==> src/vga_pkg.sv <==
// ------------------------------
// 640x480 at 50 MHz, two clk cycles per pixel
// sprite colours come from a fixed rule, not image data
// ------------------------------
package vga_pkg;

  // counter types
  typedef logic [10:0] hcount_t;
  typedef logic [9:0]  vcount_t;

  // horizontal, in clk cycles
  localparam hcount_t h_active = 11'd1280;
  localparam hcount_t h_front  = 11'd32;
  localparam hcount_t h_sync   = 11'd192;
  localparam hcount_t h_back   = 11'd96;
  localparam hcount_t h_total  = 11'd1600;

  // vertical, in lines
  localparam vcount_t v_active = 10'd480;
  localparam vcount_t v_front  = 10'd10;
  localparam vcount_t v_sync   = 10'd2;
  localparam vcount_t v_back   = 10'd33;
  localparam vcount_t v_total  = 10'd525;

  // grid, in pixels and tiles
  localparam logic [5:0] sprite_size = 6'd16;
  localparam logic [5:0] wall_size   = 6'd32;
  localparam logic [4:0] wall_cols   = 5'd20;
  localparam logic [4:0] wall_rows   = 5'd15;

  typedef struct packed {
    logic [4:0] r;
    logic [5:0] g;
    logic [4:0] b;
  } rgb565_t;

  typedef enum logic [2:0] {
    addr_x   = 3'd0,
    addr_y   = 3'd1,
    addr_cmd = 3'd2
  } reg_addr_e;

  typedef enum logic [7:0] {
    cmd_none       = 8'd0,
    cmd_apple      = 8'd1,
    cmd_head_right = 8'd2
  } sprite_cmd_e;

  typedef enum logic [1:0] {
    obj_background,
    obj_wall,
    obj_apple,
    obj_head
  } object_e;

  // stand-in image data, shared by the ROMs and the checker
  function automatic rgb565_t sprite_color(object_e kind, logic [9:0] addr);
    rgb565_t word;
    word = '0;
    case (kind)
      obj_wall: begin
        word.r = addr[4:0];
        word.g = '1;
        word.b = addr[9:5];
      end
      obj_apple: begin
        word.r = '1;
        word.g = addr[7:2];
      end
      obj_head: begin
        word.g = addr[7:2];
        word.b = '1;
      end
      default: word = '0;
    endcase
    return word;
  endfunction

endpackage

==> src/vga_if.sv <==


// object tag, ROM addresses and syncs, one stage late
interface fetch_if;
  import vga_pkg::*;

  object_e    object;
  logic [7:0] apple_addr;
  logic [7:0] head_addr;
  logic [9:0] wall_addr;
  logic       blank_n;
  logic       hs;
  logic       vs;
  logic       pix_clk;

  modport source (
    output object, apple_addr, head_addr, wall_addr,
    output blank_n, hs, vs, pix_clk
  );
  modport sink (
    input object, apple_addr, head_addr, wall_addr,
    input blank_n, hs, vs, pix_clk
  );
endinterface

==> src/pixel_out.sv <==
// ------------------------------
// black while blanking, RGB565 zero-padded to 8 bits
// ------------------------------
`timescale 1ns/100ps

module pixel_out (
  input  logic             clk,
  input  logic             reset,
  fetch_if.sink            fetch,
  input  vga_pkg::rgb565_t apple_data,
  input  vga_pkg::rgb565_t head_data,
  input  vga_pkg::rgb565_t wall_data,
  output logic [7:0]       vga_r,
  output logic [7:0]       vga_g,
  output logic [7:0]       vga_b,
  output logic             vga_hs,
  output logic             vga_vs,
  output logic             vga_blank_n,
  output logic             vga_clk
);
  import vga_pkg::*;

  object_e object_d;
  logic    blank_n_d;
  logic    hs_d;
  logic    vs_d;
  logic    pix_clk_d;
  rgb565_t word;

  // ------------------------------
  // wait out the ROM read
  // ------------------------------
  always_ff @(posedge clk or posedge reset) begin
    if (reset) begin
      object_d  <= obj_background;
      blank_n_d <= 1'b0;
      hs_d      <= 1'b0;
      vs_d      <= 1'b0;
      pix_clk_d <= 1'b0;
    end else begin
      object_d  <= fetch.object;
      blank_n_d <= fetch.blank_n;
      hs_d      <= fetch.hs;
      vs_d      <= fetch.vs;
      pix_clk_d <= fetch.pix_clk;
    end
  end

  // pick the ROM word for the tagged object
  always_comb begin
    case (object_d)
      obj_apple: word = apple_data;
      obj_head:  word = head_data;
      obj_wall:  word = wall_data;
      default:   word = '0;
    endcase
  end

  // ------------------------------
  // output registers
  // ------------------------------
  always_ff @(posedge clk or posedge reset) begin
    if (reset) begin
      vga_r       <= '0;
      vga_g       <= '0;
      vga_b       <= '0;
      vga_hs      <= 1'b0;
      vga_vs      <= 1'b0;
      vga_blank_n <= 1'b0;
      vga_clk     <= 1'b0;
    end else begin
      // zero outside the active area
      vga_r       <= blank_n_d ? {word.r, 3'b000} : 8'h00;
      vga_g       <= blank_n_d ? {word.g, 2'b00} : 8'h00;
      vga_b       <= blank_n_d ? {word.b, 3'b000} : 8'h00;
      vga_hs      <= hs_d;
      vga_vs      <= vs_d;
      vga_blank_n <= blank_n_d;
      vga_clk     <= pix_clk_d;
    end
  end

endmodule

==> src/flat_wrapper.sv <==
// flat-port wrapper written by rule: the top's interface ports become plain ports
module pixel_out_flat import vga_pkg::*;
  (clk, reset, apple_data, head_data, wall_data, vga_r, vga_g, vga_b, vga_hs, vga_vs, vga_blank_n, vga_clk, fetch_object, fetch_apple_addr, fetch_head_addr, fetch_wall_addr, fetch_blank_n, fetch_hs, fetch_vs, fetch_pix_clk);
  fetch_if fetch_i ();
  input  logic clk;
  input  logic reset;
  input  vga_pkg::rgb565_t apple_data;
  input  vga_pkg::rgb565_t head_data;
  input  vga_pkg::rgb565_t wall_data;
  output logic [7:0] vga_r;
  output logic [7:0] vga_g;
  output logic [7:0] vga_b;
  output logic vga_hs;
  output logic vga_vs;
  output logic vga_blank_n;
  output logic vga_clk;
  input wire logic [$bits(fetch_i.object)-1:0] fetch_object;
  input wire logic [$bits(fetch_i.apple_addr)-1:0] fetch_apple_addr;
  input wire logic [$bits(fetch_i.head_addr)-1:0] fetch_head_addr;
  input wire logic [$bits(fetch_i.wall_addr)-1:0] fetch_wall_addr;
  input wire logic [$bits(fetch_i.blank_n)-1:0] fetch_blank_n;
  input wire logic [$bits(fetch_i.hs)-1:0] fetch_hs;
  input wire logic [$bits(fetch_i.vs)-1:0] fetch_vs;
  input wire logic [$bits(fetch_i.pix_clk)-1:0] fetch_pix_clk;
  assign fetch_i.object = fetch_object;
  assign fetch_i.apple_addr = fetch_apple_addr;
  assign fetch_i.head_addr = fetch_head_addr;
  assign fetch_i.wall_addr = fetch_wall_addr;
  assign fetch_i.blank_n = fetch_blank_n;
  assign fetch_i.hs = fetch_hs;
  assign fetch_i.vs = fetch_vs;
  assign fetch_i.pix_clk = fetch_pix_clk;
  pixel_out u_core (.clk(clk), .reset(reset), .fetch(fetch_i), .apple_data(apple_data), .head_data(head_data), .wall_data(wall_data), .vga_r(vga_r), .vga_g(vga_g), .vga_b(vga_b), .vga_hs(vga_hs), .vga_vs(vga_vs), .vga_blank_n(vga_blank_n), .vga_clk(vga_clk));
endmodule
==> config.mk <==
export PLATFORM = sky130hd
export DESIGN_NAME = pixel_out_flat
export DESIGN_NICKNAME = d
export VERILOG_FILES = /design/src/vga_pkg.sv /design/src/vga_if.sv /design/src/pixel_out.sv /design/src/flat_wrapper.sv
export SDC_FILE = /design/constraint.sdc
export NUM_CORES = 1
export LEC_CHECK = 0
export BUFFER_PORTS_ARGS = -buffer_cell sky130_fd_sc_hd__buf_2
export CORE_MARGIN = 2
export CORE_UTILIZATION = 36
export DETAILED_ROUTE_END_ITERATION = 10
export PLACE_DENSITY_LB_ADDON = 0.2
export SYNTH_ARGS = -nofsm -noshare
export SYNTH_HDL_FRONTEND = slang
export SYNTH_SLANG_ARGS = --single-unit
export TNS_END_PERCENT = 100
==> constraint.sdc <==
create_clock -name clk -period 1.28 [get_ports clk]
set_clock_uncertainty 0.05 [all_clocks]
set_input_delay 0.192 -clock clk [delete_from_list [all_inputs] [get_ports clk]]
set_output_delay 0.192 -clock clk [all_outputs]
set_load 0.01 [all_outputs]
==> run summary <==
Hold Fails Final Rpt: 0
kind of start point of the critical path: register
Crit path max-delay family: flip-flops
synthesized area per cell: 12.4 um2
number of buffer and inverter stages on the critical path: 1
Total Wirelength: 2.65 mm
post-CTS setup-driven buffer insertion count: 0
TritonCTS clock tree: done
Initial Utilization: 0.377
antenna violations before repair: 0
cell at the root of the clock tree: sky130_fd_sc_hd__clkbuf_4
number of DRC violations after detailed routing: 0
final total power: 1.77 mW
dpl hpwl: 2.07 mm
Data arrival, critical path: 1340 ps
average wire length per cell after detail routing: 11.9 um
number of instances in the synthesized netlist: 93
GRT Residual Overflow: 0
H-tree Lvls: 1
number of placement rows: 20
final count of pins violating max slew: 0
min Tclk post-route: 1160 ps
Worst Hold Margin: 118 ps
worst hold path type: in2reg
area of the placeable core: 0.00305 mm2
worst skew pair latency: 320 ps
setup total negative slack: 0 ps
flops & latches, synth: 26
total number of yosys warnings: 0
Crit path required time: 1460 ps
cells traversed along the worst timing path: buf_12 -> mux2i_1 -> a211oi_1
die area: 0.00367 mm2
commonest cells after routing, fill and taps aside: 75 x sky130_fd_sc_hd__buf_2, 26 x sky130_fd_sc_hd__dfrtp_1, 16 x sky130_fd_sc_hd__mux2i_1, 16 x sky130_fd_sc_hd__a21oi_1, 16 x sky130_fd_sc_hd__a211oi_1
Antenna diodes: 0
outcome: finished clean
Synth area leaders: sky130_fd_sc_hd__dfrtp_1 57%, sky130_fd_sc_hd__mux2i_1 14%, sky130_fd_sc_hd__a211oi_1 10%
CTS Hold Buffers Added: 7
slowest library cell on the worst path: sky130_fd_sc_hd__dfrtp_1
largest net degree at the start of global routing: 21
most frequent standard cell in the layout excluding fill and tap cells: sky130_fd_sc_hd__buf_2
chip height: 60.5 um
I/O Buffers: 75
via/cell ratio: 4.51
vias in the first global route: 903
die width: 60.5 um
Max stage delay on crit path: 460 ps
global-route wire length before repair: 4.00 mm
worst-path maximum fanout: 14
type of destination of the critical path: register
setup repair after global routing missed its margin: false
max_cap viols: 0
Ports: 110
number of inserted filler cells in the final layout: 285
fraction of layout cells with a size suffix above 1: 0.489
Pwr per Cell Area: 1050 mW/mm2
VDD IR-drop max: 474 uV
combined area of all synthesized cells: 0.00115 mm2
share of the clock period used by the worst path after layout: 0.903
LEAKAGE: 0.913 nW
distinct cell type count of the synthesized netlist: 12
post-synthesis to final-layout area growth: 46.5%
routability cong.: 0.703
# clock sinks: 26
clock slew at reported path FFs: 140 ps
number of buffers between clock root and the deepest sink: 2
setup-violating endpoint count in the final report: 0
nets: 261
top-area cell type share of the netlist area: 0.565
cell type with the largest total area after synthesis: sky130_fd_sc_hd__dfrtp_1
Seq/Total Area, Yosys: 0.565
crit path kind: reg2reg
post-CTS resize count: 0
Starting DRT DRC Count: 31
first-pass iteration count of the detailed router: 4
highest achievable clock rate: 865 MHz
cts bufs inserted: 3
total via count in the routed design: 1002
post-layout utilization of the core: 0.552
number of nets still failing antenna checks after routing: 0
total global-route track usage: 0.149
metal layers:
layer,part of all wire,global-route usage
met5,0,0
met4,0.0045,0.0466
met3,0.14,0.0554
met2,0.48,0.258
met1,0.37,0.173
synth_stat cells:
cell type,instances
sky130_fd_sc_hd__clkbuf_1,2
sky130_fd_sc_hd__conb_1,1
sky130_fd_sc_hd__inv_1,2
sky130_fd_sc_hd__a211oi_1,16
sky130_fd_sc_hd__dfrtp_1,26
sky130_fd_sc_hd__buf_12,1
sky130_fd_sc_hd__buf_4,8
sky130_fd_sc_hd__buf_2,3
sky130_fd_sc_hd__buf_8,1
sky130_fd_sc_hd__mux2i_1,16
sky130_fd_sc_hd__a21oi_1,16
sky130_fd_sc_hd__buf_6,1
report_power, final:
| group | internal [mW] | switching [mW] |
|---|---|---|
| Sequential | 0.870 | 0.0145 |
| Clock | 0.317 | 0.239 |
| Combinational | 0.170 | 0.158 |
| Total | 1.36 | 0.412 |
flip-flops by register name (all words and copies together) (netlist names):
signal / count
u_core.blank_n_d: 1
u_core.hs_d: 1
u_core.object_d: 2
u_core.pix_clk_d: 1
u_core.vga_b: 5
u_core.vga_blank_n: 1
u_core.vga_clk: 1
u_core.vga_g: 6
u_core.vga_hs: 1
u_core.vga_r: 5
u_core.vga_vs: 1
u_core.vs_d: 1
path summary, 6_finish.rpt:
kind / from / to / slack (ps) / cells past startpoint
max reg2reg: u_core.object_d[0]$_DFF_PP0_ / u_core.vga_b[4]$_DFF_PP0_ / 120 / 3
min reg2reg: u_core.vs_d$_DFF_PP0_ / u_core.vga_vs$_DFF_PP0_ / 320 / 0
min: wall_data[13] / u_core.vga_r[5]$_DFF_PP0_ / 120 / 3
max: u_core.object_d[0]$_DFF_PP0_ / u_core.vga_b[4]$_DFF_PP0_ / 120 / 3
max in group asynchronous: reset / u_core.object_d[0]$_DFF_PP0_ / 600 / 4
min in group asynchronous: reset / u_core.vga_g[5]$_DFF_PP0_ / 370 / 4
layout make-up:
type / instances / area (um2) / share of cell area
clock inverter: 1 / 30.0 / 0.0178
inverter: 2 / 7.51 / 0.00445
multi-input combinational: 56 / 390 / 0.231
timing repair buffer: 90 / 531 / 0.315
sequential: 26 / 651 / 0.386
clock buffer: 3 / 22.5 / 0.0134
tap: 44 / 55.1 / 0.0326
cell families (layout without fill, tap and decap cells):
kind of cell,after synthesis,in the layout,synth area share
DFF,26,26,0.565
other,1,8,0.00326
muxes,16,16,0.139
buffers and inverters,18,96,0.118
AOI/OAI and AO/OA,32,32,0.174
through the flow:
stage,area (um2),instances,setup WS [ps]
floorplan,1180,100,209
global placement,1560,211,176
detailed placement,1560,211,125
CTS,1690,222,104
global route,1690,222,43.8
finish,1690,222,124
worst reg2reg max path: stages, from the launching register on:
cell and delay (ps):
sky130_fd_sc_hd__dfrtp_1 460, sky130_fd_sc_hd__buf_12 180, sky130_fd_sc_hd__mux2i_1 120, sky130_fd_sc_hd__a211oi_1 270
Note: power is estimated with default switching activity, not from simulation.
