[src/vga_pkg.sv]
// ------------------------------
// 640x480 at 50 MHz, two clk cycles per pixel
// sprite colours come from a fixed rule, not image data
// ------------------------------
package vga_pkg;

  // counter types
  typedef logic [10:0] hcount_t;
  typedef logic [9:0]  vcount_t;

  // horizontal, in clk cycles
  localparam hcount_t h_active = 11'd1280;
  localparam hcount_t h_front  = 11'd32;
  localparam hcount_t h_sync   = 11'd192;
  localparam hcount_t h_back   = 11'd96;
  localparam hcount_t h_total  = 11'd1600;

  // vertical, in lines
  localparam vcount_t v_active = 10'd480;
  localparam vcount_t v_front  = 10'd10;
  localparam vcount_t v_sync   = 10'd2;
  localparam vcount_t v_back   = 10'd33;
  localparam vcount_t v_total  = 10'd525;

  // grid, in pixels and tiles
  localparam logic [5:0] sprite_size = 6'd16;
  localparam logic [5:0] wall_size   = 6'd32;
  localparam logic [4:0] wall_cols   = 5'd20;
  localparam logic [4:0] wall_rows   = 5'd15;

  typedef struct packed {
    logic [4:0] r;
    logic [5:0] g;
    logic [4:0] b;
  } rgb565_t;

  typedef enum logic [2:0] {
    addr_x   = 3'd0,
    addr_y   = 3'd1,
    addr_cmd = 3'd2
  } reg_addr_e;

  typedef enum logic [7:0] {
    cmd_none       = 8'd0,
    cmd_apple      = 8'd1,
    cmd_head_right = 8'd2
  } sprite_cmd_e;

  typedef enum logic [1:0] {
    obj_background,
    obj_wall,
    obj_apple,
    obj_head
  } object_e;

  // stand-in image data, shared by the ROMs and the checker
  function automatic rgb565_t sprite_color(object_e kind, logic [9:0] addr);
    rgb565_t word;
    word = '0;
    case (kind)
      obj_wall: begin
        word.r = addr[4:0];
        word.g = '1;
        word.b = addr[9:5];
      end
      obj_apple: begin
        word.r = '1;
        word.g = addr[7:2];
      end
      obj_head: begin
        word.g = addr[7:2];
        word.b = '1;
      end
      default: word = '0;
    endcase
    return word;
  endfunction

endpackage

[src/vga_regs.sv]
// ------------------------------
// write only, addresses 3 to 7 ignored
// ------------------------------
`timescale 1ns/100ps

module vga_regs (
  input  logic                 clk,
  input  logic                 reset,
  input  logic [7:0]           writedata,
  input  logic                 write,
  input  logic                 chipselect,
  input  logic [2:0]           address,
  output logic [7:0]           x_pos,
  output logic [7:0]           y_pos,
  output vga_pkg::sprite_cmd_e cmd,
  output logic [7:0]           apple_x,
  output logic [7:0]           apple_y
);
  import vga_pkg::*;

  // bus register bank
  always_ff @(posedge clk or posedge reset) begin
    if (reset) begin
      x_pos <= '0;
      y_pos <= '0;
      cmd   <= cmd_none;
    end else if (chipselect && write) begin
      case (reg_addr_e'(address))
        addr_x:   x_pos <= writedata;
        addr_y:   y_pos <= writedata;
        addr_cmd: cmd   <= sprite_cmd_e'(writedata);
        default:  ;
      endcase
    end
  end

  // apple follows x and y while the apple command is up
  always_ff @(posedge clk or posedge reset) begin
    if (reset) begin
      apple_x <= '0;
      apple_y <= '0;
    end else if (cmd == cmd_apple) begin
      apple_x <= x_pos;
      apple_y <= y_pos;
    end
  end

endmodule

[config.mk]
export PLATFORM = sky130hd
export DESIGN_NAME = vga_regs
export DESIGN_NICKNAME = d
export VERILOG_FILES = /design/src/vga_pkg.sv /design/src/vga_regs.sv
export SDC_FILE = /design/constraint.sdc
export NUM_CORES = 1
export LEC_CHECK = 0
export BUFFER_PORTS_ARGS = -buffer_cell sky130_fd_sc_hd__buf_4
export CAP_MARGIN = 40
export CORE_ASPECT_RATIO = 1.75
export CORE_MARGIN = 2
export CORE_UTILIZATION = 48
export CTS_CLUSTER_DIAMETER = 50
export DETAILED_ROUTE_END_ITERATION = 8
export GPL_ROUTABILITY_DRIVEN = 0
export PLACE_DENSITY = 0.88
export SYNTH_ARGS = -nofsm -noshare
export SYNTH_HDL_FRONTEND = slang
export SYNTH_SLANG_ARGS = --single-unit
[constraint.sdc]
create_clock -name clk -period 1.8 [get_ports clk]
set_input_delay 0.18 -clock clk [delete_from_list [all_inputs] [get_ports clk]]
set_output_delay 0.18 -clock clk [all_outputs]
set_load 0.005 [all_outputs]
==> parameters.txt, run 1 <==
Parameter                              Value

Power
  IR drop worst, VDD    0.930 mV
  Sequential group share of total power    48.3%
  Share of power burned in combinational logic    30.8%
  Power share of the clock group    20.9%
  Net Switching    743 µW
  Switching portion of total power    26.0%
  Power Density    1330 mW/mm²
  Internal Dissipation    2120 µW
  Leakage Power    0.00110 µW

Synthesis
  Total nets after synthesis    105
  Synth warn    0
  Netlist area before placement    0.00158 mm²
  Post-synthesis instance total    90
  Post-Syn Area per Cell    17.6 µm²
  Flops & latches, synth    40
  Unique masters post-synth    13
  Sequential-to-total area share from yosys stat    63.3%

Layout
  Share of post-route cells with drive strength above 1    71.0%
  Leading cell type in the layout, fill and taps excluded    buf_4
  NumNets Final    169
  ANT cells    0
  Final core area utilization    68.6%
  Final design area excluding fillers    0.00215 mm²
  Commonest non-fill, non-tap cells in the layout    buf_4 (59), dfrtp_1 (40), mux2_2 (32), mux2_4 (8), clkbuf_8 (6)
  Layout Area Growth over Synthesis    36.2%

Floorplanning
  Placeable core area    0.00314 mm²
  Number of rows created at floorplan    27
  Top Ports    55
  Die Y-Extent    79.9 µm
  Initial Util    50.3%
  Horizontal die dimension    47.4 µm
  DIE AREA    0.00379 mm²

Setup path
  Worst Setup End Kind    register
  Slack of the worst reg-to-reg path    0.37 ns
  Slowest stage cell, crit path    dfrtp_1
  Required time of the critical path    1.97 ns
  Worst R2R End    apple_x[3]
  Critical path endpoint    apple_x[3]
  Data arrival time of the critical path    1.60 ns
  Cells on worst reg2reg path    4
  Type of origin of the critical path    register
  Worst Path Class, Setup    register to register
  Critical-path cell list    nor4b_1, nand2_1, buf_4, mux2_2
  First element of the critical path    cmd[1]
  Worst reg2reg startpoint    cmd[1]
  Worst-path fanout max    8
  Critical Path Max Stage Delay    0.41 ns

Job
  Number of violations of the max-capacitance limit    0

Clock network
  Bufs on Longest Clock Path    2
  Resized Gates After CTS    0
  Number of buffers added by the clock tree synthesis step    5
  Clock sink count    40
  Clock transition at the register clock pins on the worst setup and hold paths after CTS    0.08 ns
  Root buffer selected by CTS    clkbuf_8
  Htree depth    2
  Clock latency of the later-clocked register in the worst-skew pair    0.29 ns
  Hold buffer count at cts    0
  Post-CTS Setup Bufs    0
  CTS tree    built

Global routing
  Wire length of the first global-routing pass    5040 µm
  All-layer global routing usage    19.4%
  Largest net degree at the start of global routing    41
  Number of antenna violations at the first check in global routing    0
  Via count of the first global-routing pass    1029
  Global route total overflow    0

Routing
  Count of antenna-violating nets left after detailed routing    0
  Final routed DRC violation total    0
  Number of detailed-route iterations in the first pass    3
  Routed wirelength normalized by instance count    15.6 µm
  Number of violations reported at the end of detailed-routing iteration 0    16
  Vias per cell    4.97
  Vias post-DR    985
  Wirelength, routed    3080 µm

Timing
  Unrepaired setup endpoints after global routing    false
  Total Negative Setup Slacks    0 ns
  Final-report max-slew violation count    0
  Final critical delay including setup and external delays    1.43 ns
  Setup violations, final    0
  Portion of the clock cycle consumed by the worst path in the final layout    79.3%
  Final hold vios    0
  FMAX    701 MHz
  Final hold slack    0.00640 ns
  Worst relative slew slack    68.0%
  Slew at the pin closest to its max-slew limit    0.480 ns
  Setup Skew    0.00610 ns

Run status
  Result of the run    finished, final reports clean

Min path
  Tightest Hold Check Type    input port to async pin

Placement
  Count of buffers inserted at the top-level ports    54
  Post-detailed-placement half-perimeter wirelength    2370 µm
  Total cell area at the placement stage    0.00206 mm²
[synth_stat cells]
cell     number  area share [%]
nor4_4        1             1.3
mux2_4        8             7.6
nand2_2       1            0.40
dfrtp_1      40              63
buf_2         1            0.32
inv_1         1            0.24
nor4_1        1            0.40
buf_6         1            0.71
nor4b_4       1             1.5
mux2_2       32              23
nand2_1       1            0.24
nor4b_1       1            0.55
or4b_1        1            0.63
[power groups by stage]
stage,sequential (µW),clock (µW),combinational [µW]
final,1380,597,881
after detailed placement,1400,0,899
after global routing,1430,649,956
after global placement,1380,0,865
after floorplan,1400,0,320
after CTS,1390,608,900
[registers in the layout, summed over array words and instances (netlist names)]
register / cells
cmd: 8
x_pos: 8
y_pos: 8
apple_y: 8
apple_x: 8
[stage by stage]
| stage | total power, µW | instances | setup slack [ns] |
|---|---|---|---|
| finish | 2860 | 198 | 0.373 |
| global placement | 2250 | 190 | 0.242 |
| floorplan | 1720 | 90 | 0.330 |
| detailed placement | 2300 | 190 | 0.213 |
| global route | 3030 | 198 | 0.264 |
| CTS | 2900 | 198 | 0.368 |
[logic make-up after synthesis]
kind of cell / after synthesis / share of synthesized area, %
multiplexers: 40 / 30.4
flip-flops: 40 / 63.3
AND/OR/NAND/NOR: 7 / 5.06
buffers and inverters: 3 / 1.27
[area by class of cell]
type	count	area, µm²
clock inverter	2	10.0
multi-input combinational	47	561
timing repair buffer	59	443
fill	227	987
sequential	40	1000
inverter	1	3.75
clock buffer	6	82.6
tap	43	53.8
[worst min-delay path by stage]
stage | startpoint | endpoint | slack [ns] | depth (start not counted)
after floorplan | writedata[0] | cmd[0] | 0.33 | 1
after global placement | reset | apple_x[5] | 0.31 | 3
after detailed placement | reset | apple_x[0] | 0.33 | 3
after CTS | reset | apple_x[0] | 0.01 | 3
after global routing | reset | apple_x[1] | 0.06 | 3
final | reset | apple_x[0] | 0.006 | 3
[metal layers]
| metal | wire, µm | vias to the layer above | track usage, % |
|---|---|---|---|
| met5 | 0 | - | 0 |
| met4 | 54 | 0 | 8.33 |
| met3 | 147 | 7 | 4.30 |
| met2 | 1760 | 30 | 32.0 |
| met1 | 1120 | 497 | 22.9 |
| li1 | - | 451 | - |
[critical path, delay by kind of cell (launching register included)]
family / cells / cell delay [ns]
buffers and inverters: 1 / 0.19
DFF: 1 / 0.41
muxes: 1 / 0.28
and+or+nand+nor: 2 / 0.43
Note: power is estimated with default switching activity, not from simulation.
==> inputs of run 2 (changes only) <==
Settings changed: CORE_UTILIZATION 48 to 44, PLACE_DENSITY 0.88 to 0.85.
Clock period 1.8 ns to 1.2 ns, I/O delays scaled along.
==> run 2 against run 1 <==
Net effect: the flow now finishes with violations (negative setup slack); largest cell class unchanged; via count is 6.4% higher; utilization is 0.24 points lower; sequential power is 51% higher; sequential share of layout area is 3.4 points lower.
==> parameters.txt, run 2 (same netlist as run 1, synthesis figures left out) <==
Parameter                              Value

Run status
  Result of the run    complete, but fails checks
  Failing checks    negative setup slack

Floorplanning
  Initial Util    46.5%
  Top Ports    55
  Horizontal die dimension    49.3 µm
  DIE AREA    0.00411 mm²
  Number of rows created at floorplan    28
  Placeable core area    0.00340 mm²
  Die Y-Extent    83.3 µm

Placement
  Post-detailed-placement half-perimeter wirelength    2680 µm
  Setup Slack @ Placement    -0.164 ns
  Count of buffers inserted at the top-level ports    54
  Total placed cells including tap cells    203

Setup path
  First element of the critical path    cmd[4]
  Worst-path fanout max    5
  Worst reg2reg startpoint    cmd[4]
  Slack of the worst reg-to-reg path    -0.18 ns
  Required time of the critical path    1.37 ns
  Worst Setup End Kind    register
  Data arrival time of the critical path    1.56 ns
  Worst R2R End    apple_x[1]
  Critical path endpoint    apple_x[1]
  Cells on worst reg2reg path    4
  Type of origin of the critical path    register
  Worst Path Class, Setup    register to register

Routing
  Max Used Layer    met4
  Final routed DRC violation total    0
  Vias post-DR    1048
  Wirelength, routed    3570 µm
  Wire length on met2    1990 µm
  Number of violations reported at the end of detailed-routing iteration 0    9
  Routed met3 length    167 µm
  Vias per cell    4.90
  Met1 wire length    1360 µm
  Number of detailed-route iterations in the first pass    3
  Count of antenna-violating nets left after detailed routing    0
  Routed wirelength normalized by instance count    16.7 µm

Clock network
  CTS tree    built
  Htree depth    2
  Clock latency of the later-clocked register in the worst-skew pair    0.29 ns
  Clock transition at the register clock pins on the worst setup and hold paths after CTS    0.07 ns
  Clock sink count    40
  Root buffer selected by CTS    clkbuf_8
  Bufs on Longest Clock Path    2
  Number of buffers added by the clock tree synthesis step    5

Global routing
  Global route total overflow    0
  Largest net degree at the start of global routing    41
  Wire length of the first global-routing pass    5880 µm
  Number of antenna violations at the first check in global routing    0
  All-layer global routing usage    19.1%
  Via count of the first global-routing pass    1151

Power
  Switching portion of total power    26.5%
  Power share of the clock group    20.2%
  Leakage Power    0.00117 µW
  Internal Dissipation    3310 µW
  IR drop worst, VDD    1.60 mV
  Share of power burned in combinational logic    33.5%
  Power Density    1940 mW/mm²
  Net Switching    1190 µW
  Sequential group share of total power    46.3%

Timing
  Final hold vios    0
  Final-report max-slew violation count    0
  Setup violations, final    16
  Final critical delay including setup and external delays    1.38 ns
  Worst relative slew slack    67.4%
  Setup Skew    0.00733 ns
  Unrepaired setup endpoints after global routing    true
  FMAX    724 MHz
  Portion of the clock cycle consumed by the worst path in the final layout    115%
  Slew at the pin closest to its max-slew limit    0.488 ns
  Final Worst Setup Slack    -0.181 ns

Layout
  Commonest non-fill, non-tap cells in the layout    buf_4 (67), dfrtp_1 (40), mux2_2 (32), mux2_4 (8), clkbuf_8 (6)
  Layout Area Growth over Synthesis    46.8%
  ANT cells    0
  Leading cell type in the layout, fill and taps excluded    buf_4
  Share of post-route cells with drive strength above 1    74.0%
  Fill cell instance count of the final layout    247
  NumNets Final    183
  Non-Filler Instances    214

Min path
  Tightest Hold Check Type    input port to register

Job
  Number of violations of the max-capacitance limit    0
-- run 2: cell types whose count changed in the layout (fill, tap and decap cells not counted), sizes merged --
cell         change
buf             +13
clkbuf           +2
clkinv           -2
dlygate4sd3      +1
-- run 2: layer usage --
layer,GRT usage [%],up-vias
met5,0,-
met4,7.01,0
met3,5.58,5
met2,32.4,30
met1,22.2,534
li1,-,479
-- run 2: timing repair --
action	4_1_cts	5_1_grt
pin swaps	3	2
buffers inserted	2	1
resized for setup	2	8
hold endpoints to repair	40	0
endpoints found under the setup margin	16	18
hold buffers	1	0
gates cloned	0	1
-- run 2: how the worst min path moves through the flow --
stage | from | endpoint | slack, ns | depth (start not counted)
floorplan | writedata[0] | cmd[0] | 0.27 | 1
global placement | reset | apple_x[1] | 0.26 | 3
detailed placement | reset | apple_x[1] | 0.29 | 3
CTS | writedata[4] | cmd[4] | 0.07 | 2
global route | writedata[4] | cmd[4] | 0.07 | 2
finish | writedata[4] | cmd[4] | 0.08 | 2
-- run 2: area by class of cell --
class,instances,area [µm²],area share (%)
flip-flops and latches,40,1000,43.1
multi-input cells,47,602,25.9
repair buffers,73,569,24.5
clock buffers,8,90.1,3.88
well taps,45,56.3,2.42
inverters,1,3.75,0.162
-- run 2: critical path: stages, from the launching register on --
cell and delay [ns]:
dfrtp_1 0.42, nor4_4 0.29, nand2_2 0.12, buf_6 0.16, mux2_2 0.27
-- run 2: stage by stage --
stage | hold WS [ns] | util [%] | total power, µW | TNS [ns] | area (µm²)
finish | 0.0767 | 68.3 | 4500 | -2.78 | 2320
global route | 0.0716 | 68.3 | 4750 | -3.96 | 2320
CTS | 0.0690 | 67.6 | 4530 | -2.05 | 2300
detailed placement | 0.286 | 63.9 | 3580 | -5.44 | 2170
global placement | 0.256 | 63.9 | 3490 | -5.01 | 2170
floorplan | 0.269 | - | 2590 | -2.50 | 1610
-- run 2: power groups by stage --
stage                     Combinational, µW  Sequential (µW)  Clock (µW)
final                                  1510             2080         908
after global routing                   1620             2140         980
after CTS                              1520             2070         939
after detailed placement               1480             2100           0
after global placement                 1430             2060           0
after floorplan                         488             2100           0
==> inputs of run 3 (changes only) <==
==> constraint.sdc (replaced) <==
create_clock -name clk -period 1.2 [get_ports clk]
set_input_delay 0.12 -clock clk [delete_from_list [all_inputs] [get_ports clk]]
set_output_delay 0.12 -clock clk [all_outputs]
set_load 0.05 [all_outputs]
==> run 3 against run 2 <==
Net effect: the run still ends with negative setup slack left; combinational power rose by 110%; worst setup slack about the same; total power increased by 39%; clock power increased by 18%; global-route usage shrank 0.45 points; count of clock-buffer cells in the layout down 3; sequential cell count is the same; non-clock buffer count decreased by 2; register-to-register slack about the same; sequential power about the same; routed wire length decreased by 1.7%.
==> parameters.txt, run 3 (same netlist as run 1, synthesis figures left out) <==
Parameter                              Value

Run status
  Result of the run    complete, but fails checks
  Failing checks    negative setup slack

Setup path
  Data arrival time of the critical path    1.55 ns
  Worst Path Class, Setup    register to register
  Critical path endpoint    apple_x[7]
  Worst-path fanout max    6
  Slack of the worst reg-to-reg path    -0.18 ns
  Type of origin of the critical path    register
  Required time of the critical path    1.37 ns
  First element of the critical path    cmd[4]
  Worst reg2reg startpoint    cmd[4]
  Cells on worst reg2reg path    4
  Worst Setup End Kind    register
  Worst R2R End    apple_x[7]

Timing
  Final Worst Setup Slack    -0.181 ns
  Slew at the pin closest to its max-slew limit    0.498 ns
  Final hold vios    0
  Setup Skew    0.00852 ns
  Final critical delay including setup and external delays    1.38 ns
  Final hold slack    0.0802 ns
  Final-report max-slew violation count    0
  Worst relative slew slack    66.8%
  Setup violations, final    16
  Unrepaired setup endpoints after global routing    true
  FMAX    724 MHz
  Portion of the clock cycle consumed by the worst path in the final layout    115%

Global routing
  Wire length of the first global-routing pass    5750 µm
  Number of antenna violations at the first check in global routing    0
  Global route total overflow    0
  Via count of the first global-routing pass    1190
  All-layer global routing usage    18.6%
  Largest net degree at the start of global routing    41

Routing
  Final routed DRC violation total    0
  Wirelength, routed    3510 µm
  Vias post-DR    1041
  Vias per cell    4.91
  Number of violations reported at the end of detailed-routing iteration 0    7
  Number of detailed-route iterations in the first pass    2
  Count of antenna-violating nets left after detailed routing    0
  Routed wirelength normalized by instance count    16.5 µm

Power
  Power Density    2690 mW/mm²
  IR drop worst, VDD    2.01 mV
  PnR Total Power    6250 µW
  Leakage Power    0.00116 µW

Layout
  Leading cell type in the layout, fill and taps excluded    buf_4
  ANT cells    0
  Share of post-route cells with drive strength above 1    79.0%
  Register area    0.00101 mm²
  Commonest non-fill, non-tap cells in the layout    buf_4 (68), mux2_2 (32), dfrtp_1 (32), mux2_4 (8), dfrtp_2 (8)
  Layout Area Growth over Synthesis    47.0%
  Area of the multi-input gates    591 µm²
  NumNets Final    181
  Fill cell instance count of the final layout    251
  Non-Filler Instances    212

Clock network
  Clock latency of the later-clocked register in the worst-skew pair    0.29 ns
  Htree depth    2
  Clock sink count    40
  Bufs on Longest Clock Path    2
  Post-CTS Setup Bufs    0
  Clock transition at the register clock pins on the worst setup and hold paths after CTS    0.08 ns
  CTS tree    built
  Number of buffers added by the clock tree synthesis step    5
  Root buffer selected by CTS    clkbuf_8

Floorplanning
  Placeable core area    0.00340 mm²
  Number of rows created at floorplan    28
  Initial Util    46.5%
  Top Ports    55
  Horizontal die dimension    49.3 µm
  Die Y-Extent    83.3 µm
  DIE AREA    0.00411 mm²

Placement
  Total placed cells including tap cells    203
  Count of buffers inserted at the top-level ports    54
  Post-detailed-placement half-perimeter wirelength    2640 µm
  Setup Slack @ Placement    -0.224 ns

Job
  Number of violations of the max-capacitance limit    0

Min path
  Tightest Hold Check Type    input port to register
[run 3: cell count changes in the layout (fill, tap and decap cells not counted), sizes merged]
cell	delta
clkbuf	-3
buf	-2
bufinv	+1
clkinv	+1
clkinvlp	+1
[run 3: per-stage QoR]
| step | cell area, µm² | util [%] | TNS [ns] |
|---|---|---|---|
| global placement | 2190 | 64.5 | -5.60 |
| global route | 2320 | 68.4 | -2.90 |
| floorplan | 1620 | - | -4.87 |
| detailed placement | 2190 | 64.5 | -6.19 |
| finish | 2320 | 68.4 | -2.69 |
| CTS | 2320 | 68.4 | -2.94 |
[run 3: routing by layer]
metal	vias up	global-route usage (%)	routed length (µm)
li1	472	-	-
met1	527	19.9	1300
met2	33	33.2	1940
met3	9	4.68	159
met4	0	8.57	107
met5	-	0	0
[run 3: what timing repair did]
| action | 4_1_cts | 5_1_grt |
|---|---|---|
| endpoints found under the hold margin | 40 | 0 |
| hold buffers | 1 | 0 |
| endpoints found under the setup margin | 16 | 16 |
| pin swaps | 2 | 0 |
| gates resized for setup | 2 | 0 |
[run 3: final cells by class]
type,instances,area share [%]
timing repair buffer,71,23.7
clock buffer,5,2.96
inverter,1,0.161
clock inverter,3,1.83
tap,45,2.42
sequential,40,43.5
multi-input combinational,47,25.4
[run 3: how the worst min path moves through the flow]
| stage | from | end | slack, ns | depth (start not counted) |
|---|---|---|---|---|
| after floorplan | writedata[0] | cmd[0] | 0.27 | 1 |
| after global placement | reset | apple_y[1] | 0.26 | 3 |
| after detailed placement | reset | apple_y[1] | 0.28 | 3 |
| after CTS | writedata[5] | cmd[5] | 0.07 | 2 |
| after global routing | writedata[7] | cmd[7] | 0.07 | 2 |
| final | writedata[5] | cmd[5] | 0.08 | 2 |
[run 3: where the power goes]
group          internal (µW)  switching, µW
registers               1800            273
logic                   1070           2030
clock network            615            458
total                   3490           2760
[run 3: critical path, stage by stage, from the launching register on]
cell and delay, ns:
dfrtp_2 0.42, nor4_2 0.28, nand2_1 0.12, buf_4 0.18, mux2_2 0.27
