`src/vga_pkg.sv`:
```
// ------------------------------
// 640x480 at 50 MHz, two clk cycles per pixel
// sprite colours come from a fixed rule, not image data
// ------------------------------
package vga_pkg;

  // counter types
  typedef logic [10:0] hcount_t;
  typedef logic [9:0]  vcount_t;

  // horizontal, in clk cycles
  localparam hcount_t h_active = 11'd1280;
  localparam hcount_t h_front  = 11'd32;
  localparam hcount_t h_sync   = 11'd192;
  localparam hcount_t h_back   = 11'd96;
  localparam hcount_t h_total  = 11'd1600;

  // vertical, in lines
  localparam vcount_t v_active = 10'd480;
  localparam vcount_t v_front  = 10'd10;
  localparam vcount_t v_sync   = 10'd2;
  localparam vcount_t v_back   = 10'd33;
  localparam vcount_t v_total  = 10'd525;

  // grid, in pixels and tiles
  localparam logic [5:0] sprite_size = 6'd16;
  localparam logic [5:0] wall_size   = 6'd32;
  localparam logic [4:0] wall_cols   = 5'd20;
  localparam logic [4:0] wall_rows   = 5'd15;

  typedef struct packed {
    logic [4:0] r;
    logic [5:0] g;
    logic [4:0] b;
  } rgb565_t;

  typedef enum logic [2:0] {
    addr_x   = 3'd0,
    addr_y   = 3'd1,
    addr_cmd = 3'd2
  } reg_addr_e;

  typedef enum logic [7:0] {
    cmd_none       = 8'd0,
    cmd_apple      = 8'd1,
    cmd_head_right = 8'd2
  } sprite_cmd_e;

  typedef enum logic [1:0] {
    obj_background,
    obj_wall,
    obj_apple,
    obj_head
  } object_e;

  // stand-in image data, shared by the ROMs and the checker
  function automatic rgb565_t sprite_color(object_e kind, logic [9:0] addr);
    rgb565_t word;
    word = '0;
    case (kind)
      obj_wall: begin
        word.r = addr[4:0];
        word.g = '1;
        word.b = addr[9:5];
      end
      obj_apple: begin
        word.r = '1;
        word.g = addr[7:2];
      end
      obj_head: begin
        word.g = addr[7:2];
        word.b = '1;
      end
      default: word = '0;
    endcase
    return word;
  endfunction

endpackage

```
`src/vga_if.sv`:
```
// ------------------------------
// scan and fetch buses between the pipeline stages
// ------------------------------
`timescale 1ns/100ps

// raw scan position plus its decodes
interface scan_if;
  import vga_pkg::*;

  hcount_t hcount;
  vcount_t vcount;
  logic    blank_n;
  logic    hs;
  logic    vs;
  // pixel clock is hcount bit 0
  logic    pix_clk;

  modport source (output hcount, vcount, blank_n, hs, vs, pix_clk);
  modport sink   (input  hcount, vcount, blank_n, hs, vs, pix_clk);
endinterface


```
`src/vga_timing.sv`:
```
// ------------------------------
// syncs are active low, decodes are combinational
// ------------------------------
`timescale 1ns/100ps

module vga_timing #(
  parameter vga_pkg::hcount_t h_active = vga_pkg::h_active,
  parameter vga_pkg::hcount_t h_front  = vga_pkg::h_front,
  parameter vga_pkg::hcount_t h_sync   = vga_pkg::h_sync,
  parameter vga_pkg::hcount_t h_back   = vga_pkg::h_back,
  parameter vga_pkg::vcount_t v_active = vga_pkg::v_active,
  parameter vga_pkg::vcount_t v_front  = vga_pkg::v_front,
  parameter vga_pkg::vcount_t v_sync   = vga_pkg::v_sync,
  parameter vga_pkg::vcount_t v_back   = vga_pkg::v_back
) (
  input logic    clk,
  input logic    reset,
  scan_if.source scan
);
  import vga_pkg::*;

  // last count of a line and of a frame
  localparam hcount_t h_last = h_active + h_front + h_sync + h_back - 11'd1;
  localparam vcount_t v_last = v_active + v_front + v_sync + v_back - 10'd1;

  // sync windows, end exclusive
  localparam hcount_t hs_start = h_active + h_front;
  localparam hcount_t hs_end   = h_active + h_front + h_sync;
  localparam vcount_t vs_start = v_active + v_front;
  localparam vcount_t vs_end   = v_active + v_front + v_sync;

  hcount_t hcount;
  vcount_t vcount;
  logic    end_of_line;
  logic    end_of_frame;

  assign end_of_line  = (hcount == h_last);
  assign end_of_frame = (vcount == v_last);

  // ------------------------------
  // counters
  // ------------------------------
  always_ff @(posedge clk or posedge reset) begin
    if (reset) begin
      hcount <= '0;
    end else if (end_of_line) begin
      hcount <= '0;
    end else begin
      hcount <= hcount + 11'd1;
    end
  end

  // line count steps once per line end
  always_ff @(posedge clk or posedge reset) begin
    if (reset) begin
      vcount <= '0;
    end else if (end_of_line) begin
      if (end_of_frame) begin
        vcount <= '0;
      end else begin
        vcount <= vcount + 10'd1;
      end
    end
  end

  // ------------------------------
  // decodes
  // ------------------------------
  assign scan.hcount  = hcount;
  assign scan.vcount  = vcount;
  assign scan.hs      = !((hcount >= hs_start) && (hcount < hs_end));
  assign scan.vs      = !((vcount >= vs_start) && (vcount < vs_end));
  assign scan.blank_n = (hcount < h_active) && (vcount < v_active);
  // 25 MHz, rising edge mid pixel
  assign scan.pix_clk = hcount[0];

endmodule
```
`src/flat_wrapper.sv`:
```
// flat-port wrapper written by rule: the top's interface ports become plain ports
module vga_timing_flat import vga_pkg::*;
#(
  parameter vga_pkg::hcount_t h_active = vga_pkg::h_active,
  parameter vga_pkg::hcount_t h_front  = vga_pkg::h_front,
  parameter vga_pkg::hcount_t h_sync   = vga_pkg::h_sync,
  parameter vga_pkg::hcount_t h_back   = vga_pkg::h_back,
  parameter vga_pkg::vcount_t v_active = vga_pkg::v_active,
  parameter vga_pkg::vcount_t v_front  = vga_pkg::v_front,
  parameter vga_pkg::vcount_t v_sync   = vga_pkg::v_sync,
  parameter vga_pkg::vcount_t v_back   = vga_pkg::v_back
)
  (clk, reset, scan_hcount, scan_vcount, scan_blank_n, scan_hs, scan_vs, scan_pix_clk);
  scan_if scan_i ();
  input logic clk;
  input logic reset;
  output wire logic [$bits(scan_i.hcount)-1:0] scan_hcount;
  output wire logic [$bits(scan_i.vcount)-1:0] scan_vcount;
  output wire logic [$bits(scan_i.blank_n)-1:0] scan_blank_n;
  output wire logic [$bits(scan_i.hs)-1:0] scan_hs;
  output wire logic [$bits(scan_i.vs)-1:0] scan_vs;
  output wire logic [$bits(scan_i.pix_clk)-1:0] scan_pix_clk;
  assign scan_hcount = scan_i.hcount;
  assign scan_vcount = scan_i.vcount;
  assign scan_blank_n = scan_i.blank_n;
  assign scan_hs = scan_i.hs;
  assign scan_vs = scan_i.vs;
  assign scan_pix_clk = scan_i.pix_clk;
  vga_timing #(.h_active(h_active), .h_front(h_front), .h_sync(h_sync), .h_back(h_back), .v_active(v_active), .v_front(v_front), .v_sync(v_sync), .v_back(v_back)) u_core (.clk(clk), .reset(reset), .scan(scan_i));
endmodule
```
`config.mk`:
```
export PLATFORM = sky130hd
export DESIGN_NAME = vga_timing_flat
export DESIGN_NICKNAME = d
export VERILOG_FILES = /design/src/vga_pkg.sv /design/src/vga_if.sv /design/src/vga_timing.sv /design/src/flat_wrapper.sv
export SDC_FILE = /design/constraint.sdc
export NUM_CORES = 1
export LEC_CHECK = 0
export ABC_AREA = 0
export BUFFER_PORTS_ARGS = -buffer_cell sky130_fd_sc_hd__buf_4
export CAP_MARGIN = 30
export CORE_ASPECT_RATIO = 1.4
export CORE_UTILIZATION = 55
export DETAILED_ROUTE_END_ITERATION = 8
export GPL_TIMING_DRIVEN = 0
export PLACE_DENSITY = 0.81
export SYNTH_ARGS = -nofsm -noshare
export SYNTH_HDL_FRONTEND = slang
export SYNTH_SLANG_ARGS = --single-unit
```
`constraint.sdc`:
```
create_clock -name clk -period 5.16 [get_ports clk]
set_clock_uncertainty 0.05 [all_clocks]
set_input_delay 0.516 -clock clk [delete_from_list [all_inputs] [get_ports clk]]
set_output_delay 0.516 -clock clk [all_outputs]
set_load 0.005 [all_outputs]
```
==> results of run 1 <==
[how the worst max path moves through the flow]
stage / startpoint / to / slack, ps
floorplan: u_core.scan.hcount[0]$_DFF_PP0_ / u_core.scan.vcount[9]$_DFFE_PP0N_ / 3070
global placement: u_core.scan.hcount[0]$_DFF_PP0_ / u_core.scan.vcount[9]$_DFFE_PP0N_ / 2950
detailed placement: u_core.scan.hcount[0]$_DFF_PP0_ / u_core.scan.vcount[9]$_DFFE_PP0N_ / 2910
CTS: u_core.scan.hcount[7]$_DFF_PP0_ / scan_hs / 2890
global route: u_core.scan.hcount[0]$_DFF_PP0_ / u_core.scan.vcount[4]$_DFFE_PP0N_ / 2730
finish: u_core.scan.hcount[0]$_DFF_PP0_ / u_core.scan.vcount[9]$_DFFE_PP0N_ / 2880
[state kept, by name, indices dropped and copies added, names as in the netlist]
name,flops
u_core.scan.hcount,11
u_core.scan.vcount,10
[cell usage after synthesis, drive strengths merged]
master and number:
a221o 1, a22o 2, a41oi 1, and2 1, and3 6, buf 4
dfrtp 21, ha 4, inv 6, mux2 1, nand2 8, nand3 11
nand4 5, nand4bb 1, nor2 11, nor2b 1, nor3 5, nor4 3
o211ai 1, o21ai 4, o311ai 1, o32ai 1, o41ai 1, or3 1
or4 4, xnor2 3, xor2 7
[power by group]
part	leakage, nW	internal, mW	total, mW	switching (mW)
sequential	0.279	0.165	0.165	0
clock	0.0150	0.0301	0.0795	0.0494
combinational	0.381	0.000512	0.00365	0.00314
[cell families (layout without fill, tap and decap cells)]
group / Yosys count / count (layout) / share of synthesized area (%)
adders and majority gates: 4 / 4 / 4.381
xor gates and xnor gates: 10 / 10 / 7.668
muxes: 1 / 1 / 0.9857
and+or+nand+nor: 57 / 57 / 28.48
DFF: 21 / 21 / 46.00
buffers and inverters: 10 / 40 / 4.380
AOI/OAI and AO/OA: 12 / 12 / 8.106
[routing by layer]
| metal | GRT usage [%] | part of all wire [%] |
|---|---|---|
| met2 | 41.72 | 54 |
| met1 | 26.67 | 42 |
| met5 | 0 | 0 |
| met3 | 2.400 | 2.2 |
| met4 | 10.00 | 2.0 |
[layout make-up]
cell class	instances	area, µm²
Multi-Input combinational cell	84	566.8
Sequential cell	21	525.5
Tap cell	21	26.28
Fill cell	160	559.3
Timing Repair Buffer	26	195.2
Buffer	4	27.53
Clock buffer	4	26.28
Inverter	6	22.52
[through the flow]
step / utilization [%] / power [mW]
floorplan: - / 0.1701
global placement: 69.96 / 0.1716
detailed placement: 69.96 / 0.1716
CTS: 71.31 / 0.2483
global route: 71.31 / 0.2555
finish: 71.31 / 0.2477
==> flow_summary.toml, run 1 <==
[status]
outcome = "completed"

[placement]
hpwl_um = 1731
place_area_um2 = 1364
numPortBuffers = 26
gp_congestion = 0.7296
place_ws_ps = 2912
dpl.cell_count = 162

[detailed_routing]
drtIter0Drc = 12
ant_nets = 0
viasPerCell = 5.976
wirelength_um = 2359
drc = 0
drt-pass1-iter-count = 4
wl_per_cell_um = 14.21
vias = 992

[critical_path]
path_delay_family = "simple AND/OR/NAND/NOR gates"
crit_cells = 6
slowest_stage = "or4_1"
crit_chain = "ha_1 -> nand2_1 -> or4_1 -> buf_2 -> or4_1 -> nand3_1"
crit_path_frequent_cell = "or4_1"
reg2reg_depth = 6
cp.required_ps = 5360
cp_max_fo = 9
worstSetupPathType = "register to register"
crit_path_end_kind = "register"
cp.arrival_ps = 2480
cp-start-kind = "register"
crit_buf_inv = 1
critPathMaxStageDelay_ps = 500
r2r-start = "u_core.scan.hcount[0]$_DFF_PP0_"
rr_endpoint = "u_core.scan.vcount[9]$_DFFE_PP0N_"
r2r_slack_ps = 2880

[sta]
final.setup.worst_slack_ps = 2878
setup_viol_count_final = 0
min_period_ps = 2282
rsz0062_at_grt = "false"
worstMarginPinSlew_ps = 780.7
post-route-period-util_pct = 44.23
relSlewSlack_pct = 47.52
tns_ps = 0
fmax_mhz = 438.2
whs_ps = 300.8
slew_violations = 0
hold_violations = 0

[finish]
fin_area_um2 = 1390
diodes = 0
drive_above_1_share_pct = 28.28
area_growth_pct = 21.69
most-common-layout-cells = "buf_4 (29), dfrtp_1 (21), nor2_1 (11), nand3_1 (10), nand2_1 (8)"
layout_commonest_cell = "buf_4"
final_nets = 152
instances_no_fill = 166

[power_and_ir_drop]
ir_drop_mv = 0.1583
power_density_nw_per_um2 = 178.2
leakage_nw = 0.6751

[logic_synthesis]
synth_top_area_share_pct = 46.00
netlist_area_um2 = 1142
ys_warn_count = 0
synth_cell_type_count = 32
synth_area_per_cell_um2 = 9.933
synth_top_area_cell = "dfrtp_1"
synth_seq_cells = 21
syn-num-nets = 121
synth_area_leaders = "dfrtp_1 (46%), xor2_1 (5.4%), ha_1 (4.4%)"
ys_seq_area_share_pct = 46.00
synth_cells = 115

[floorplanning]
die_w_um = 40.52
core_area_um2 = 1949
io_pins = 27
initial_utilization_pct = 58.60
die_h_um = 55.93
die_area_um2 = 2266
num_rows = 19

[global_routing]
grt_usage_pct = 23.78
grt_max_degree = 22
first_global_vias = 947
grt.overflow.total = 0
antenna_found_initial = 0
grt_pass1_wl_um = 3836

[clock_network]
cts_resized = 0
cts-root-buf = "clkbuf_4"
cts-buffers-inserted = 3
insertion_delay_ps = 300
cts_hold_buf = 0
tritoncts = "done"
cts_buffer_depth = 2
post_cts_buffers = 0
cts_sinks = 21
clk_pin_slew_ps = 110
h-tree-depth = 1

[flow_run]
cap_violations = 0

[worst_hold_path]
min_path_type = "input pin to async pin"
Power figures use the tool's default switching activity.
==> inputs of run 2 (changes only) <==
--- a/config.mk
+++ b/config.mk
@@ -9,10 +9,10 @@
 export BUFFER_PORTS_ARGS = -buffer_cell sky130_fd_sc_hd__buf_4
 export CAP_MARGIN = 30
 export CORE_ASPECT_RATIO = 1.4
-export CORE_UTILIZATION = 55
+export CORE_UTILIZATION = 52
 export DETAILED_ROUTE_END_ITERATION = 8
 export GPL_TIMING_DRIVEN = 0
-export PLACE_DENSITY = 0.81
+export PLACE_DENSITY = 0.78
 export SYNTH_ARGS = -nofsm -noshare
 export SYNTH_HDL_FRONTEND = slang
 export SYNTH_SLANG_ARGS = --single-unit
==> constraint.sdc (replaced) <==
create_clock -name clk -period 2.1 [get_ports clk]
set_clock_uncertainty 0.05 [all_clocks]
set_input_delay 0.21 -clock clk [delete_from_list [all_inputs] [get_ports clk]]
set_output_delay 0.21 -clock clk [all_outputs]
set_load 0.005 [all_outputs]
==> flow_summary.toml, run 2 (synthesized netlist as in run 1, its figures left out) <==
[detailed_routing]
drt-pass1-iter-count = 4
ant_nets = 0
drtIter0Drc = 47
vias = 1048
drc = 0
wl_per_cell_um = 15.47
viasPerCell = 6.058
wirelength_um = 2676

[floorplanning]
die_h_um = 57.46
core_area_um2 = 2021
initial_utilization_pct = 56.53
io_pins = 27
num_rows = 19
die_area_um2 = 2391
die_w_um = 41.61

[placement]
gp_congestion = 0.8266
hpwl_um = 1732
numPortBuffers = 26
place_ws_ps = -131.6

[global_routing]
grt.overflow.total = 0
antenna_found_initial = 0
grt_max_degree = 22
grt_pass1_wl_um = 4284
first_global_vias = 917
grt_usage_pct = 23.54

[finish]
regMostFlops = "u_core.scan.hcount"
num-fill-cells = 154
largest_registers = "u_core.scan.hcount (11), u_core.scan.vcount (10)"
seqCellArea_um2 = 531.8
final_nets = 159
area_growth_pct = 32.31
drive_above_1_share_pct = 38.16
layout_commonest_cell = "buf_4"
multi_input_area_um2 = 615.6
diodes = 0
largest_reg_flops = 11
most-common-layout-cells = "buf_4 (35), dfrtp_1 (16), nor2_1 (11), nand3_1 (10)"

[critical_path]
crit_chain = "buf_6 -> nand4bb_4 -> or4_4 -> buf_8 -> buf_4 -> a221o_2"
r2r_slack_ps = 50
worstSetupPathType = "register to register"
r2r-start = "u_core.scan.hcount[7]$_DFF_PP0_"
cp_max_fo = 8
crit_buf_inv = 3
path_delay_family = "simple AND/OR/NAND/NOR gates"
critPathMaxStageDelay_ps = 440
cp-start-kind = "register"
cp.arrival_ps = 2210
cp.required_ps = 2260
slowest_stage = "or4_4"
crit_path_end_kind = "register"
reg2reg_depth = 6
rr_endpoint = "u_core.scan.vcount[3]$_DFFE_PP0N_"

[clock_network]
cts-buffers-inserted = 3
insertion_delay_ps = 320
clk_pin_slew_ps = 110
cts-root-buf = "clkbuf_4"
cts_hold_buf = 0
cts_sinks = 21
tritoncts = "done"
h-tree-depth = 1
cts_buffer_depth = 2

[sta]
setup_viol_count_final = 0
fmax_mhz = 487.2
tns_ps = 0
whs_ps = -15.73
final.setup.worst_slack_ps = 47.38
relSlewSlack_pct = 46.77
slew_violations = 0
post-route-period-util_pct = 97.74
min_period_ps = 2053
worstMarginPinSlew_ps = 797.5
hold_violations = 21

[flow_run]
cap_violations = 0

[power_and_ir_drop]
leakage_nw = 0.7136
ir_drop_mv = 0.3612
power_density_nw_per_um2 = 404.4

[status]
violations = "hold timing"
outcome = "complete, but fails checks"

[worst_hold_path]
min_path_type = "input pin to async pin"
run 2: cell types whose count changed in the layout (fill, tap and decap cells not counted), sizes merged:
| cell | previous run | this run |
|---|---|---|
| buf | 30 | 37 |
run 2: layer usage:
metal / GRT usage, % / vias to the layer above / wire length, µm
met5: 0 / - / 0
met4: 11.06 / 0 / 76
met3: 4.114 / 8 / 146
met2: 37.05 / 47 / 1382
met1: 31.54 / 501 / 1071
li1: - / 492 / -
run 2: timing repair:
action | 4_1_cts | 5_1_grt
gates resized for setup | 3 | 14
setup endpoints to repair | 7 | 6
buffers inserted | 2 | 5
pin swaps | 0 | 1
run 2: worst max-delay path by stage:
| stage | start | to | slack (ps) | depth (start not counted) |
|---|---|---|---|---|
| after floorplan | u_core.scan.hcount[0]$_DFF_PP0_ | u_core.scan.vcount[9]$_DFFE_PP0N_ | 8 | 6 |
| after global placement | u_core.scan.hcount[0]$_DFF_PP0_ | u_core.scan.vcount[9]$_DFFE_PP0N_ | -110 | 6 |
| after detailed placement | u_core.scan.hcount[0]$_DFF_PP0_ | u_core.scan.vcount[2]$_DFFE_PP0N_ | -130 | 5 |
| after CTS | u_core.scan.hcount[7]$_DFF_PP0_ | u_core.scan.vcount[9]$_DFFE_PP0N_ | 5 | 6 |
| after global routing | u_core.scan.hcount[7]$_DFF_PP0_ | u_core.scan.vcount[9]$_DFFE_PP0N_ | -8 | 6 |
| final | u_core.scan.hcount[7]$_DFF_PP0_ | u_core.scan.vcount[3]$_DFFE_PP0N_ | 50 | 6 |
run 2: power breakdown:
group / total [mW] / internal [mW] / leakage [nW] / switching (mW)
Combinational: 0.00903 / 0.00126 / 0.427 / 0.00777
Sequential: 0.404 / 0.404 / 0.272 / 0
Clock: 0.198 / 0.0745 / 0.0150 / 0.124
run 2: stage by stage:
step           instances  instance area, µm²  util, %  total power [mW]
2_1_floorplan        115                1142        -            0.4181
3_3_place_gp         162                1364    67.49            0.4214
3_5_place_dp         162                1364    67.49            0.4215
4_1_cts              168                1411    69.85            0.6152
5_1_grt              173                1511    74.80            0.6344
6_report             173                1511    74.80            0.6112
run 2: area by class of cell:
type,count,area share (%)
inverter,6,1.490
multi-input combinational,84,40.73
timing repair buffer,33,16.39
clock buffer,4,1.738
sequential,21,35.18
buffer,4,2.732
tap,21,1.738
==> inputs of run 3 (changes only) <==
--- a/config.mk
+++ b/config.mk
@@ -13,6 +13,7 @@
 export DETAILED_ROUTE_END_ITERATION = 8
 export GPL_TIMING_DRIVEN = 0
 export PLACE_DENSITY = 0.78
+export REMOVE_ABC_BUFFERS = 1
 export SYNTH_ARGS = -nofsm -noshare
 export SYNTH_HDL_FRONTEND = slang
 export SYNTH_SLANG_ARGS = --single-unit
==> flow_summary.toml, run 3 (synthesized netlist as in run 1, its figures left out) <==
[critical_path]
cp_max_fo = 8
cp.required_ps = 2300
critPathMaxStageDelay_ps = 560
reg2reg_depth = 5
crit_buf_inv = 0
cp.arrival_ps = 2230
r2r-start = "u_core.scan.hcount[0]$_DFF_PP0_"
cp-start-kind = "register"
path_delay_family = "simple AND/OR/NAND/NOR gates"
worstSetupPathType = "register to register"
rr_endpoint = "u_core.scan.vcount[9]$_DFFE_PP0N_"
crit_chain = "ha_4 -> nand2_2 -> or4_4 -> or4_1 -> nand3_1"
slowest_stage = "or4_4"
r2r_slack_ps = 60
crit_path_end_kind = "register"

[sta]
setup_viol_count_final = 0
slew_violations = 0
relSlewSlack_pct = 48.02
fmax_mhz = 490.8
hold_violations = 21
worstMarginPinSlew_ps = 778.9
whs_ps = -7.716
post-route-period-util_pct = 97.02
min_period_ps = 2037
rsz0062_at_grt = "false"

[floorplanning]
die_w_um = 41.61
io_pins = 27
num_rows = 19
die_h_um = 57.46
initial_utilization_pct = 56.53
core_area_um2 = 2021
die_area_um2 = 2391

[global_routing]
grt_usage_pct = 21.77
grt_max_degree = 22
antenna_found_initial = 0
grt.overflow.total = 0
first_global_vias = 923
grt_pass1_wl_um = 4064

[status]
violations = "hold timing"
outcome = "complete, but fails checks"

[clock_network]
h-tree-depth = 1
clk_pin_slew_ps = 110
cts-buffers-inserted = 3
cts_sinks = 21
tritoncts = "done"
cts_hold_buf = 0
insertion_delay_ps = 300
cts-root-buf = "clkbuf_4"
cts_buffer_depth = 2

[finish]
area_growth_pct = 27.49
num-fill-cells = 152
most-common-layout-cells = "buf_4 (31), dfrtp_1 (15), nor2_1 (11), nand3_1 (10)"
final_nets = 153
drive_above_1_share_pct = 36.30
largest_registers = "u_core.scan.hcount (11), u_core.scan.vcount (10)"
diodes = 0
regMostFlops = "u_core.scan.hcount"
largest_reg_flops = 11
layout_commonest_cell = "buf_4"
instances_no_fill = 167

[power_and_ir_drop]
seqPwrFrac_pct = 66.6
switching_share_pct = 21.02
clkPwrFrac_pct = 32.0
finalPower_mw = 0.6071
leakage_nw = 0.6789
power_density_nw_per_um2 = 416.8
p_switching_mw = 0.1276
ir_drop_mv = 0.3994
pwr-share-comb_pct = 1.5
intPower_mw = 0.4795

[detailed_routing]
drc = 0
vias = 1004
drt-pass1-iter-count = 4
wirelength_um = 2648
drtIter0Drc = 33
ant_nets = 0
viasPerCell = 6.012
wl_per_cell_um = 15.86

[placement]
dpl.cell_count = 158
numPortBuffers = 26
hpwl_um = 1653
gp_congestion = 0.8556

[flow_run]
cap_violations = 0

[worst_hold_path]
min_path_type = "input pin to async pin"
run 3: cell type report:
class	instances	area, µm²	area share (%)
clock buffer	4	26.28	1.804
inverter	6	22.52	1.546
multi-input combinational	84	615.6	42.27
sequential	21	533.0	36.60
tap	21	26.28	1.804
timing repair buffer	31	232.7	15.98
run 3: worst max-delay path by stage:
stage | to | start | cells after the start
after floorplan | u_core.scan.vcount[9]$_DFFE_PP0N_ | u_core.scan.hcount[0]$_DFF_PP0_ | 5
after global placement | u_core.scan.vcount[9]$_DFFE_PP0N_ | u_core.scan.hcount[0]$_DFF_PP0_ | 5
after detailed placement | u_core.scan.vcount[9]$_DFFE_PP0N_ | u_core.scan.hcount[0]$_DFF_PP0_ | 5
after CTS | u_core.scan.vcount[9]$_DFFE_PP0N_ | u_core.scan.hcount[1]$_DFF_PP0_ | 5
after global routing | u_core.scan.vcount[3]$_DFFE_PP0N_ | u_core.scan.vcount[0]$_DFFE_PP0N_ | 6
final | u_core.scan.vcount[9]$_DFFE_PP0N_ | u_core.scan.hcount[0]$_DFF_PP0_ | 5
run 3: metal layers:
layer | GRT usage [%] | part of all wire, % | vias up
met5 | 0 | 0 | -
met1 | 26.94 | 43 | 498
met2 | 36.61 | 53 | 26
li1 | - | - | 476
met4 | 12.90 | 1.4 | 0
met3 | 1.899 | 3.1 | 4
run 3: timing repair:
item                                    CTS  global route
resized for setup                         7             7
setup buffers                             0             5
pin swaps                                 1             1
endpoints found under the setup margin    8             2
run 3: power by group through the flow:
stage	clock, mW	sequential (mW)	combinational [mW]
global route	0.214	0.404	0.0110
detailed placement	0	0.412	0.00971
finish	0.194	0.404	0.00892
global placement	0	0.412	0.00935
floorplan	0	0.412	0.00605
CTS	0.194	0.404	0.00960
run 3: metrics by stage:
| step | setup WS, ps | TNS [ps] | util, % | instance area, µm² |
|---|---|---|---|---|
| 2_1_floorplan | -18.64 | -18.64 | - | 1115 |
| 4_1_cts | 21.09 | 0 | 68.92 | 1393 |
| 5_1_grt | 20.15 | 0 | 72.07 | 1456 |
| 3_3_place_gp | -180.2 | -420.5 | 66.13 | 1336 |
| 6_report | 62.67 | 0 | 72.07 | 1456 |
| 3_5_place_dp | -194.4 | -673.6 | 66.13 | 1336 |
run 3: worst register-to-register path: stages, from the launching register on:
cell     delay, ps
dfrtp_2        470
ha_4           190
nand2_2        100
or4_4          560
or4_1          520
nand3_1         90
